<file path="config.mk">
export PLATFORM = sky130hd
export DESIGN_NAME = rv_frontend_top
export DESIGN_NICKNAME = d
export VERILOG_FILES = /design/src/hdl/rv_pkg.sv /design/src/hdl/imem_bus_if.sv /design/src/hdl/inst_mem.sv /design/src/hdl/imem_arbiter.sv /design/src/hdl/fetch_unit.sv /design/src/hdl/idu_funct7.sv /design/src/hdl/idu.sv /design/src/hdl/rv_frontend_top.sv
export SDC_FILE = /design/constraint.sdc
export NUM_CORES = 2
export LEC_CHECK = 0
export BUFFER_PORTS_ARGS = -buffer_cell sky130_fd_sc_hd__buf_2
export CAP_MARGIN = 40
export CORE_AREA = 2 2 440 442
export CTS_CLUSTER_SIZE = 25
export DETAILED_ROUTE_END_ITERATION = 8
export DIE_AREA = 0 0 442 444
export HOLD_SLACK_MARGIN = 0.12
export MAX_ROUTING_LAYER = met4
export PLACE_DENSITY = 0.65
export SYNTH_ARGS = -nofsm -noshare
export SYNTH_HDL_FRONTEND = slang
export SYNTH_SLANG_ARGS = --single-unit
export TNS_END_PERCENT = 5
</file>
<file path="constraint.sdc">
create_clock -name clk -period 2.77 [get_ports clk]
set_clock_uncertainty 0.1 [all_clocks]
set_input_delay 0.554 -clock clk [delete_from_list [all_inputs] [get_ports clk]]
set_output_delay 0.554 -clock clk [all_outputs]
set_load 0.02 [all_outputs]
</file>
<file path="src/hdl/rv_pkg.sv">
`default_nettype none

package rv_pkg;

    localparam int ISA_WIDTH      = 32;
    localparam int FUNCT7_WIDTH   = 7;
    localparam int INST_NUM_WIDTH = 4;

    // ~~~~~~~~~~~~~~~~~~~~~~~~~~~~~~
    // Decoded instruction numbers.
    // ~~~~~~~~~~~~~~~~~~~~~~~~~~~~~~
    typedef enum logic [INST_NUM_WIDTH-1:0] {
        inv,
        add,
        sub,
        srl,
        sra,
        addi,
        srli,
        srai,
        ebreak
    } inst_num_e;

    // ~~~~~~~~~~~~~~~~~~~~~~~~~~~~~~
    // Instruction word views.
    // ~~~~~~~~~~~~~~~~~~~~~~~~~~~~~~
    typedef struct packed {
        logic [FUNCT7_WIDTH-1:0] funct7;
        logic [4:0]              rs2;
        logic [4:0]              rs1;
        logic [2:0]              funct3;
        logic [4:0]              rd;
        logic [6:0]              opcode;
    } r_type_t;

    typedef struct packed {
        logic [11:0] imm;
        logic [4:0]  rs1;
        logic [2:0]  funct3;
        logic [4:0]  rd;
        logic [6:0]  opcode;
    } i_type_t;

    // Same 32 bits, read as R-type or I-type.
    typedef union packed {
        r_type_t r;
        i_type_t i;
    } inst_word_u;

    localparam logic [6:0] OPCODE_OP     = 7'b0110011;
    localparam logic [6:0] OPCODE_OP_IMM = 7'b0010011;

    localparam logic [2:0] FUNCT3_ADD = 3'b000;
    localparam logic [2:0] FUNCT3_SR  = 3'b101; // srl/sra and srli/srai.

    localparam logic [ISA_WIDTH-1:0] EBREAK_WORD = 32'h0010_0073;

endpackage

`default_nettype wire

</file>
<file path="src/hdl/imem_bus_if.sv">
`timescale 1ns/1ns
`default_nettype none

interface imem_bus_if #(
    parameter int ADDR_WIDTH = 6
);
    import rv_pkg::*;

    logic                  req;
    logic [ADDR_WIDTH-1:0] addr;  // Word address.
    logic                  gnt;
    inst_word_u            rdata; // Valid the cycle after the grant.

    modport requester (output req, output addr, input gnt, input rdata);
    modport arbiter (input req, input addr, output gnt, output rdata);

endinterface

`default_nettype wire

</file>
<file path="src/hdl/inst_mem.sv">
`timescale 1ns/1ns
`default_nettype none

module inst_mem #(
    parameter int ADDR_WIDTH = 6
) (
    input  wire logic                           clk,
    input  wire logic [ADDR_WIDTH-1:0]          rd_addr,
    output rv_pkg::inst_word_u                  rd_data,
    input  wire logic                           load_en,
    input  wire logic [ADDR_WIDTH-1:0]          load_addr,
    input  wire logic [rv_pkg::ISA_WIDTH-1:0]   load_data
);
    import rv_pkg::*;

    logic [ISA_WIDTH-1:0] mem [2**ADDR_WIDTH];

    // Load port.
    always_ff @(posedge clk) begin
        if (load_en) begin
            mem[load_addr] <= load_data;
        end
    end

    always_ff @(posedge clk) begin
        rd_data <= mem[rd_addr]; // One-cycle read.
    end

endmodule

`default_nettype wire

</file>
<file path="src/hdl/imem_arbiter.sv">
`timescale 1ns/1ns
`default_nettype none

module imem_arbiter #(
    parameter int ADDR_WIDTH = 6
) (
    input  wire logic                 clk,
    input  wire logic                 rst_n,
    imem_bus_if.arbiter               port0,
    imem_bus_if.arbiter               port1,
    output logic [ADDR_WIDTH-1:0]     mem_addr,
    input  wire rv_pkg::inst_word_u   mem_rdata
);

    logic last_gnt1; // Port 1 won the last grant.
    logic gnt0;
    logic gnt1;

    // Round robin. The port not granted last time wins a tie.
    always_comb begin
        gnt0 = port0.req && (!port1.req || last_gnt1);
        gnt1 = port1.req && (!port0.req || !last_gnt1);
    end

    assign port0.gnt = gnt0;
    assign port1.gnt = gnt1;

    assign mem_addr    = gnt1 ? port1.addr : port0.addr;
    assign port0.rdata = mem_rdata;
    assign port1.rdata = mem_rdata;

    always_ff @(posedge clk or negedge rst_n) begin
        if (!rst_n) begin
            last_gnt1 <= 1'b1; // Port 0 first.
        end else if (gnt0 || gnt1) begin
            last_gnt1 <= gnt1;
        end
    end

    // A port that loses a tie is granted in the next cycle.
    a_rr_port0: assert property (@(posedge clk) disable iff (!rst_n)
        port0.req && !port0.gnt |=> port0.gnt);

    a_rr_port1: assert property (@(posedge clk) disable iff (!rst_n)
        port1.req && !port1.gnt |=> port1.gnt);

endmodule

`default_nettype wire

</file>
<file path="src/hdl/fetch_unit.sv">
`timescale 1ns/1ns
`default_nettype none

module fetch_unit #(
    parameter int ADDR_WIDTH = 6,
    parameter int START_PC   = 0
) (
    input  wire logic               clk,
    input  wire logic               rst_n,
    input  wire logic               run,
    imem_bus_if.requester           bus,
    output logic                    valid,
    output logic [ADDR_WIDTH+1:0]   pc,
    output rv_pkg::inst_word_u      inst
);

    localparam logic [ADDR_WIDTH+1:0] RESET_PC = START_PC[ADDR_WIDTH+1:0];

    typedef enum logic [1:0] {
        ST_IDLE,
        ST_WAIT_GNT,
        ST_WAIT_DATA
    } state_e;

    state_e                state;
    state_e                state_nxt;
    logic [ADDR_WIDTH+1:0] fetch_pc; // Byte address being fetched.

    always_comb begin
        state_nxt = state;
        case (state)
            ST_IDLE:      if (run) state_nxt = ST_WAIT_GNT;
            ST_WAIT_GNT:  if (bus.gnt) state_nxt = ST_WAIT_DATA;
            ST_WAIT_DATA: state_nxt = run ? ST_WAIT_GNT : ST_IDLE;
            default:      state_nxt = ST_IDLE;
        endcase
    end

    assign bus.req  = (state == ST_WAIT_GNT);
    assign bus.addr = fetch_pc[ADDR_WIDTH+1:2];

    always_ff @(posedge clk or negedge rst_n) begin
        if (!rst_n) begin
            state    <= ST_IDLE;
            fetch_pc <= RESET_PC;
            pc       <= RESET_PC;
            valid    <= 1'b0;
        end else begin
            state <= state_nxt;
            valid <= (state == ST_WAIT_DATA);
            if (state == ST_WAIT_DATA) begin
                pc       <= fetch_pc;
                fetch_pc <= fetch_pc + 'd4; // Wraps with the memory.
            end
        end
    end

    // Word capture.
    always_ff @(posedge clk) begin
        if (state == ST_WAIT_DATA) begin
            inst <= bus.rdata;
        end
    end

    a_hold_addr: assert property (@(posedge clk) disable iff (!rst_n)
        bus.req && !bus.gnt |=> bus.req && $stable(bus.addr));

endmodule

`default_nettype wire

</file>
<file path="src/hdl/idu_funct7.sv">
`timescale 1ns/1ns
`default_nettype none

module idu_funct7 (
    input  wire rv_pkg::inst_word_u inst,
    output rv_pkg::inst_num_e       shift_imm_num,
    output rv_pkg::inst_num_e       add_num,
    output rv_pkg::inst_num_e       shift_reg_num,
    output rv_pkg::inst_num_e       ebreak_num
);
    import rv_pkg::*;

    localparam logic [FUNCT7_WIDTH-1:0] F7_BASE = 7'b0000000;
    localparam logic [FUNCT7_WIDTH-1:0] F7_ALT  = 7'b0100000;

    // Two-entry table keyed by funct7, inv on a miss.
    function automatic inst_num_e f7_pick(
        input logic [FUNCT7_WIDTH-1:0] funct7,
        input inst_num_e               base_num,
        input inst_num_e               alt_num
    );
        case (funct7)
            F7_BASE: f7_pick = base_num;
            F7_ALT:  f7_pick = alt_num;
            default: f7_pick = inv;
        endcase
    endfunction

    always_comb begin
        shift_imm_num = f7_pick(inst.r.funct7, srli, srai);
        add_num       = f7_pick(inst.r.funct7, add, sub);
        shift_reg_num = f7_pick(inst.r.funct7, srl, sra);
        ebreak_num    = (inst == EBREAK_WORD) ? ebreak : inv; // Whole word.
    end

endmodule

`default_nettype wire

</file>
<file path="src/hdl/idu.sv">
`timescale 1ns/1ns
`default_nettype none

module idu (
    input  wire rv_pkg::inst_word_u inst,
    output rv_pkg::inst_num_e       inst_num,
    output logic [4:0]              rs2,
    output logic [11:0]             imm
);
    import rv_pkg::*;

    inst_num_e shift_imm_num;
    inst_num_e add_num;
    inst_num_e shift_reg_num;
    inst_num_e ebreak_num;

    idu_funct7 u_funct7 (
        .inst          (inst),
        .shift_imm_num (shift_imm_num),
        .add_num       (add_num),
        .shift_reg_num (shift_reg_num),
        .ebreak_num    (ebreak_num)
    );

    // ~~~~~~~~~~~~~~~~~~~~~~~~~~~~~~
    // Opcode and funct3 select.
    // ~~~~~~~~~~~~~~~~~~~~~~~~~~~~~~
    always_comb begin
        case ({inst.r.opcode, inst.r.funct3})
            {OPCODE_OP, FUNCT3_ADD}:     inst_num = add_num;
            {OPCODE_OP, FUNCT3_SR}:      inst_num = shift_reg_num;
            {OPCODE_OP_IMM, FUNCT3_ADD}: inst_num = addi;
            {OPCODE_OP_IMM, FUNCT3_SR}:  inst_num = shift_imm_num;
            default:                     inst_num = ebreak_num;
        endcase
    end

    // Operand fields only for the formats that carry them.
    always_comb begin
        rs2 = '0;
        imm = '0;
        if (inst_num inside {add, sub, srl, sra}) begin
            rs2 = inst.r.rs2;
        end
        if (inst_num inside {addi, srli, srai}) begin
            imm = inst.i.imm;
        end
    end

endmodule

`default_nettype wire

</file>
<file path="src/hdl/rv_frontend_top.sv">
`timescale 1ns/1ns
`default_nettype none

module rv_frontend_top #(
    parameter int ADDR_WIDTH = 6
) (
    input  wire logic                         clk,
    input  wire logic                         rst_n,
    input  wire logic                         run,
    input  wire logic                         load_en,
    input  wire logic [ADDR_WIDTH-1:0]        load_addr,
    input  wire logic [rv_pkg::ISA_WIDTH-1:0] load_data,
    output logic                              h0_valid,
    output logic [ADDR_WIDTH+1:0]             h0_pc,
    output rv_pkg::inst_num_e                 h0_inst_num,
    output logic [4:0]                        h0_rs2,
    output logic [11:0]                       h0_imm,
    output logic                              h1_valid,
    output logic [ADDR_WIDTH+1:0]             h1_pc,
    output rv_pkg::inst_num_e                 h1_inst_num,
    output logic [4:0]                        h1_rs2,
    output logic [11:0]                       h1_imm
);
    import rv_pkg::*;

    localparam int H0_START_PC = 0;
    localparam int H1_START_PC = 128; // Upper half of a 64-word memory.

    logic [ADDR_WIDTH-1:0] mem_addr;
    inst_word_u            mem_rdata;
    inst_word_u            h0_inst;
    inst_word_u            h1_inst;

    imem_bus_if #(.ADDR_WIDTH(ADDR_WIDTH)) bus0 ();
    imem_bus_if #(.ADDR_WIDTH(ADDR_WIDTH)) bus1 ();

    // ~~~~~~~~~~~~~~~~~~~~~~~~~~~~~~
    // Hart 0 lane.
    // ~~~~~~~~~~~~~~~~~~~~~~~~~~~~~~
    fetch_unit #(.ADDR_WIDTH(ADDR_WIDTH), .START_PC(H0_START_PC)) u_fetch0 (
        .clk   (clk),
        .rst_n (rst_n),
        .run   (run),
        .bus   (bus0.requester),
        .valid (h0_valid),
        .pc    (h0_pc),
        .inst  (h0_inst)
    );

    idu u_idu0 (.inst(h0_inst), .inst_num(h0_inst_num), .rs2(h0_rs2), .imm(h0_imm));

    // ~~~~~~~~~~~~~~~~~~~~~~~~~~~~~~
    // Hart 1 lane.
    // ~~~~~~~~~~~~~~~~~~~~~~~~~~~~~~
    fetch_unit #(.ADDR_WIDTH(ADDR_WIDTH), .START_PC(H1_START_PC)) u_fetch1 (
        .clk   (clk),
        .rst_n (rst_n),
        .run   (run),
        .bus   (bus1.requester),
        .valid (h1_valid),
        .pc    (h1_pc),
        .inst  (h1_inst)
    );

    idu u_idu1 (.inst(h1_inst), .inst_num(h1_inst_num), .rs2(h1_rs2), .imm(h1_imm));

    // Shared memory.
    imem_arbiter #(.ADDR_WIDTH(ADDR_WIDTH)) u_arb (
        .clk       (clk),
        .rst_n     (rst_n),
        .port0     (bus0.arbiter),
        .port1     (bus1.arbiter),
        .mem_addr  (mem_addr),
        .mem_rdata (mem_rdata)
    );

    inst_mem #(.ADDR_WIDTH(ADDR_WIDTH)) u_mem (
        .clk       (clk),
        .rd_addr   (mem_addr),
        .rd_data   (mem_rdata),
        .load_en   (load_en),
        .load_addr (load_addr),
        .load_data (load_data)
    );

endmodule

`default_nettype wire

</file>
Word level (Yosys, flattened, before mapping) --
Memory sizes are Yosys's and may differ from the RTL's. A register that Yosys moved wholly into a read port is not among the register bits. Cells that the tools add are included.
Storage, ports and cells: flip-flop bits (word level) 103, RAM bits 2048, bits of input ports 42, output and inout bits 60, word-level logic and storage cells 89, memories kept 1
Operators by class: add/sub/neg operators 2, eq/ne operators 34, multiplexer cells 23, reductions and logical operators 18
Memories:
- u_mem.mem | depth 64, bits a word 32, rd ports 1, clocked after Yosys merged registers in 1, write ports 1, RTL line inst_mem.sv:16 | logic [ISA_WIDTH-1:0] mem [2**ADDR_WIDTH];
Operators by type and width (number):
- 32-bit by 21-bit == test with 1-bit output (second input constant) | 2
- 10-bit by 8-bit == test with 1-bit output (second input constant) | 4
- 10-bit by 9-bit == test with 1-bit output (second input constant) | 4
- 4-bit by 3-bit == test with 1-bit output (second input constant) | 8
- 4-bit one-hot mux with 4 select lines | 2
- 12-bit two-way mux | 2
- 3-bit one-hot mux with 2 select lines | 4
- 8-bit by 3-bit adder with 8-bit output (second input constant) | 2
- 4-bit by 2-bit == test with 1-bit output (second input constant) | 4
- 7-bit by 6-bit == test with 1-bit output (second input constant) | 2
- 7-bit zero test | 2
- 2-bit one-hot mux with 3 select lines | 2
- 5-bit two-way mux | 2
- 4-bit by 1-bit == test with 1-bit output (second input constant) | 2
- 4-bit two-way mux | 2
- 2-bit inequality test (second input constant) | 4
- 2-bit one-hot mux with 2 select lines | 2
- 4-bit nonzero test | 2
- 2-bit two-way mux | 3
- 6-bit two-way mux | 1
- 3-bit nonzero test | 2
- 2-bit by 1-bit == test with 1-bit output (second input constant) | 2
- 2-bit == test (second input constant) | 2
- 2-bit zero test | 2
- 5 further kinds | 13

Longest topological paths before layout --
depth in word-level cells 6, mapped depth 13, gate-level depth less buffers 8

Cells and area by module --
Synthesis repeated with hierarchy kept, for this count alone.
Second synthesis, totals: cell total of the unflattened synthesis 3754, area, all modules 83588.9 sq um
By module, submodules not included:
- inst_mem | times used 1, cells each 3324, area each 78515.3 sq um, sequential area each 62139.6 sq um
- fetch_unit (u_fetch1) | times used 1, cells each 90, area each 1627.8 sq um, sequential area each 1338.8 sq um
- fetch_unit (u_fetch0) | times used 1, cells each 90, area each 1625.3 sq um, sequential area each 1336.3 sq um
- idu | times used 2, cells each 57, area each 390.4 sq um, sequential area each 0.0 sq um
- imem_arbiter | times used 1, cells each 76, area each 616.8 sq um, sequential area each 26.3 sq um
- idu_funct7 | times used 2, cells each 30, area each 211.5 sq um, sequential area each 0.0 sq um

Least setup slack after synthesis --
OpenSTA, ideal clock, no wires.
path type input -> register, start point input port load_addr[4], end point memory u_mem.mem[32][0], enable pin, setup time 461 ps, arrival 3231 ps, required time 2209 ps, setup slack -1022 ps, stages 4, buffers on the path 1, cells stage by stage clkbuf_1 nor2_1 nand4b_1 nor3_1
RTL lines:
- from (decl) | RTL line rv_frontend_top.sv:11 | input wire logic [ADDR_WIDTH-1:0] load_addr,
- to (decl) | RTL line inst_mem.sv:16
Straight into the memory's write port.

Final worst setup path --
start point register u_fetch1.inst[13] (netlist bit), end point output port h1_imm[0]
On the way: longest elaborated chain between the ends 6, elaborated cells on any way between the ends 12, those cells by class eq/ne: 8; mux: 3; reduce/logical: 1
RTL lines:
- from (decl) | RTL line fetch_unit.sv:14 | output rv_pkg::inst_word_u inst
- from (signal assigned) | RTL line fetch_unit.sv:61 | inst <= bus.rdata;
- 32-bit by 21-bit == test with 1-bit output | RTL line idu_funct7.sv:33 | ebreak_num = (inst == EBREAK_WORD) ? ebreak : inv;
- 4-bit two-way mux | RTL line idu_funct7.sv:33
- 4-bit one-hot mux with 4 select lines * | RTL line idu.sv:29 | case ({inst.r.opcode, inst.r.funct3})
- 4-bit by 3-bit == test with 1-bit output | RTL line idu.sv:45 | if (inst_num inside {addi, srli, srai}) begin
- 3-bit nonzero test * | RTL line idu.sv:45
- 12-bit two-way mux * | RTL line idu.sv:45
- to (decl) | RTL line rv_frontend_top.sv:22 | output logic [11:0] h1_imm
Every way passes the cells marked *; elsewhere a longest branch is shown, timed or not.

==> metrics.md <==
| Metric | Value |
|---|---|
| RSZ-0062 raised after global routing | `true` |
| Worst skew pair latency | `0.87 ns` |
| Syn avg cell area | `15.3 sq um` |
| WL final | `approximately 280 mm` |
| Via/cell ratio | `6.23` |
| CTS Buffer Depth | `3` |
| Number of port buffers | `97` |
| P_leak | `35.7 nW` |
| H-tree depth | `4` |
| Routed via count | `56000` |
| Largest net degree at the start of global routing | `76` |
| Top FF cell, synth | `edfxtp_1` |
| Met2 routed WL | `125 mm` |
| Routed len/inst | `roughly 31 um` |
| Vias in the first global route | `52400` |
| Synth async-reset ratio | `1.43%` |
| Status | `finished, violations left` |
| Fill count | `about 15000` |
| Crit path DAT | `3.14 ns` |
| Top Metal Used | `met4` |
| Die area | `196000 sq um` |
| CP Cell Sequence | `nor4bb_2 > buf_4 > nand4_1 > o21a_1 > o32ai_2 > nand2b_1 > a21oi_4 > buf_6 > and2_4 > buf_6` |
| Storage cell area | `approximately 65000 sq um` |
| CTS tree | `done` |
| Share of cells above drive strength 1 | `21.6%` |
| Worst-path clk slew | `0.06 ns` |
| Cell Area, Synth | `85700 sq um` |
| Die W | `442 um` |
| Root Buffer | `clkbuf_16` |
| CTS Sinks | `2175` |
| Global-route wire length before repair | `388 mm` |
| Worst Setup Start Kind | `flop` |
| Nets | `approximately 6300` |
| Slowest-stage cell, CP | `edfxtp_1` |
| Gpl congestion | `around 0.93` |
| Fin. Hold Viols | `0` |
| Worst slew pin tran | `0.986 ns` |
| Syn-to-layout area delta | `20.8%` |
| GRT Total Usage | `28.3%` |
| Crit Path Category | `flop to output pin` |
| Initial antenna violation count | `20` |
| Worst IR drop on VDD | `between 700 and 800 uV` |
| Critical path's largest stage delay | `0.39 ns` |
| DR iter-0 viols | `between 8000 and 9000` |
| CTS Buf Count | `206` |
| Cell mode on critical path | `buf_6` |
| Commonest non-fill, non-tap cell in the layout | `edfxtp_1` |
| Crit-path max FO | `6` |
| DRT Pass-1 Iters | `8` |
| Remaining Overflow, GRT | `0` |
| Max_slew headroom | `34.3%` |
| Metal3 WL | `33.8 mm` |
| Post-route ant nets | `0` |
| Synth unique cells | `88` |
| Max cap viols | `0` |
| Pins Over Slew Limit | `0` |
| Fin crit period | `~3.8 ns` |
| Die Y | `444 um` |
| Metal-1 WL | `between 100 and 150 mm` |
| Crit path capture type | `output pin` |
| Final setup TNS | `-44.71 ns` |
| Multi-input logic area | `20000 sq um` |
| Hold Crit Class | `input port to flop` |
| Setup violators final | `74` |
| Commonest cells after routing, fill and taps aside | `2112 x edfxtp_1, 978 x nand2_1, 551 x buf_4` |
| Tcrit/Tclk final | `137%` |
| # DRC | `2` |
| Synth Instances | `5606` |
| Post-synthesis sequential area ratio | `75.7%` |
| PD cells | `1050 nW/um^2` |
| Ports | `roughly 100` |
| Worst slack, placed | `-0.949 ns` |
| Row count | `161` |
| CORE AREA | `192000 sq um` |
| Final worst slack | `-1.02 ns` |
| Yosys warns | `0` |
| Flop and latch count out of synthesis | `2175` |
| Starting density of the core | `approximately 45%` |
| Post-synth EDFFs | `2112` |
| Maximum clock frequency | `264 MHz` |
| WP data required | `2.12 ns` |
| Failing checks | `DRC, setup timing` |
| Power Total | `109 mW` |
| HPWL after DPL | `172 mm` |
-- critical path, delay by kind of cell (launching register included) --
| kind | cells | cell delay [ns] |
|---|---|---|
| compound gates | 3 | 0.66 |
| simple gates | 4 | 0.79 |
| flops | 1 | 0.39 |
| buf+inv | 3 | 0.43 |
-- metal layers --
metal,vias to the layer above,GRT usage (%)
met5,-,-
met4,0,10.4
met3,570,6.01
met2,3894,42.2
met1,28300,38.5
li1,23300,-
-- worst paths after layout --
kind / cells past startpoint / from / slack (ns) / to
max reg2reg: 15 / u_fetch1.state[0]$_DFFE_PN0P_ / -0.58 / u_mem.rd_data[5]$_DFF_P_
max in group asynchronous: 2 / rst_n / 1.84 / u_fetch1.state[1]$_DFFE_PN0P_
min: 1 / load_data[1] / 0.17 / u_mem.mem[3][1]$_DFFE_PP_
max: 10 / u_fetch1.inst[13]$_DFFE_PP_ / -1.02 / h1_imm[0]
min reg2reg: 0 / u_mem.rd_data[30]$_DFF_P_ / 0.35 / u_fetch1.inst[30]$_DFFE_PP_
min in group asynchronous: 2 / rst_n / 0.23 / u_fetch1.pc[2]$_DFFE_PN0P_
-- stage by stage --
step | hold WS [ns] | std cells | area [sq um] | utilization [%]
final | 0.169 | 8990 | 104000 | 54.1
after global routing | 0.178 | 8988 | 104000 | 54.1
after CTS | 0.126 | 8974 | 103000 | 53.9
after detailed placement | 0.351 | 8574 | 95700 | 49.9
after global placement | 0.352 | 8567 | 95500 | 49.9
after floorplan | 0.158 | 5609 | 85700 | -
-- Yosys cell counts, types with 59 or more instances --
library cell	n	area (sq um)
o21ai_0	59	295
clkbuf_1	131	492
a211oi_1	152	1140
a31oi_1	76	475
a21oi_1	181	906
mux2i_1	360	3600
a311oi_1	106	928
nand2_1	980	3680
o221ai_1	95	832
and3_1	188	1180
edfxtp_1	2112	63400
buf_2	167	836
nand3_1	128	641
nor2_1	89	334
o22ai_1	122	763
nor4_1	66	413
-- repair_timing --
| item | in CTS | in global routing |
|---|---|---|
| cloned | 1 | 0 |
| setup endpoints to repair | 74 | 74 |
| resized for setup | 187 | 58 |
| pin swaps | 29 | 18 |
| buffers inserted | 1 | 1 |
| endpoints found under the hold margin | 272 | 0 |
| hold buffers | 15 | 0 |
-- flip-flops by register name, summed over array words and instances, names as in the netlist --
name and count:
u_fetch0.valid 1, u_arb.last_gnt1 1, u_fetch0.inst 32, u_fetch1.valid 1, u_mem.mem 2048, u_fetch0.pc 6, u_fetch1.pc 6, u_fetch1.inst 32
u_fetch0.fetch_pc 6, u_mem.rd_data 32, u_fetch1.fetch_pc 6, u_fetch0.state 2, u_fetch1.state 2
-- report_power, final --
part / switching, mW / leakage, nW / internal [mW]
Clock: 12.2 / 3.27 / 16.1
Sequential: 1.09 / 19.7 / 37.1
Combinational: 25.6 / 12.8 / 16.4
Total: 38.9 / 35.7 / 69.6
-- logic make-up after synthesis --
logic type | count (synthesis) | share of synthesized area (%)
multiplexers | 414 | 4.92
buffers and inverters | 407 | 2.49
other | 1 | 0.00438
flip-flops | 2175 | 75.7
XOR/XNOR | 11 | 0.112
adder cells (fa/ha/maj) | 2 | 0.0292
AO/OA/AOI/OAI | 974 | 8.19
AND/OR/NAND/NOR | 1622 | 8.59
-- final cells by class --
class                   instances  share of cell area [%]
flip-flops and latches       2175                    62.6
multi-input cells            3027                    19.3
repair buffers                855                    8.47
clock buffers                 285                    5.45
well taps                    2526                    3.05
clock inverters                98                    1.03
diodes                         15                  0.0362
inverters                       9                  0.0350
Note: power is estimated with default switching activity, not from simulation.
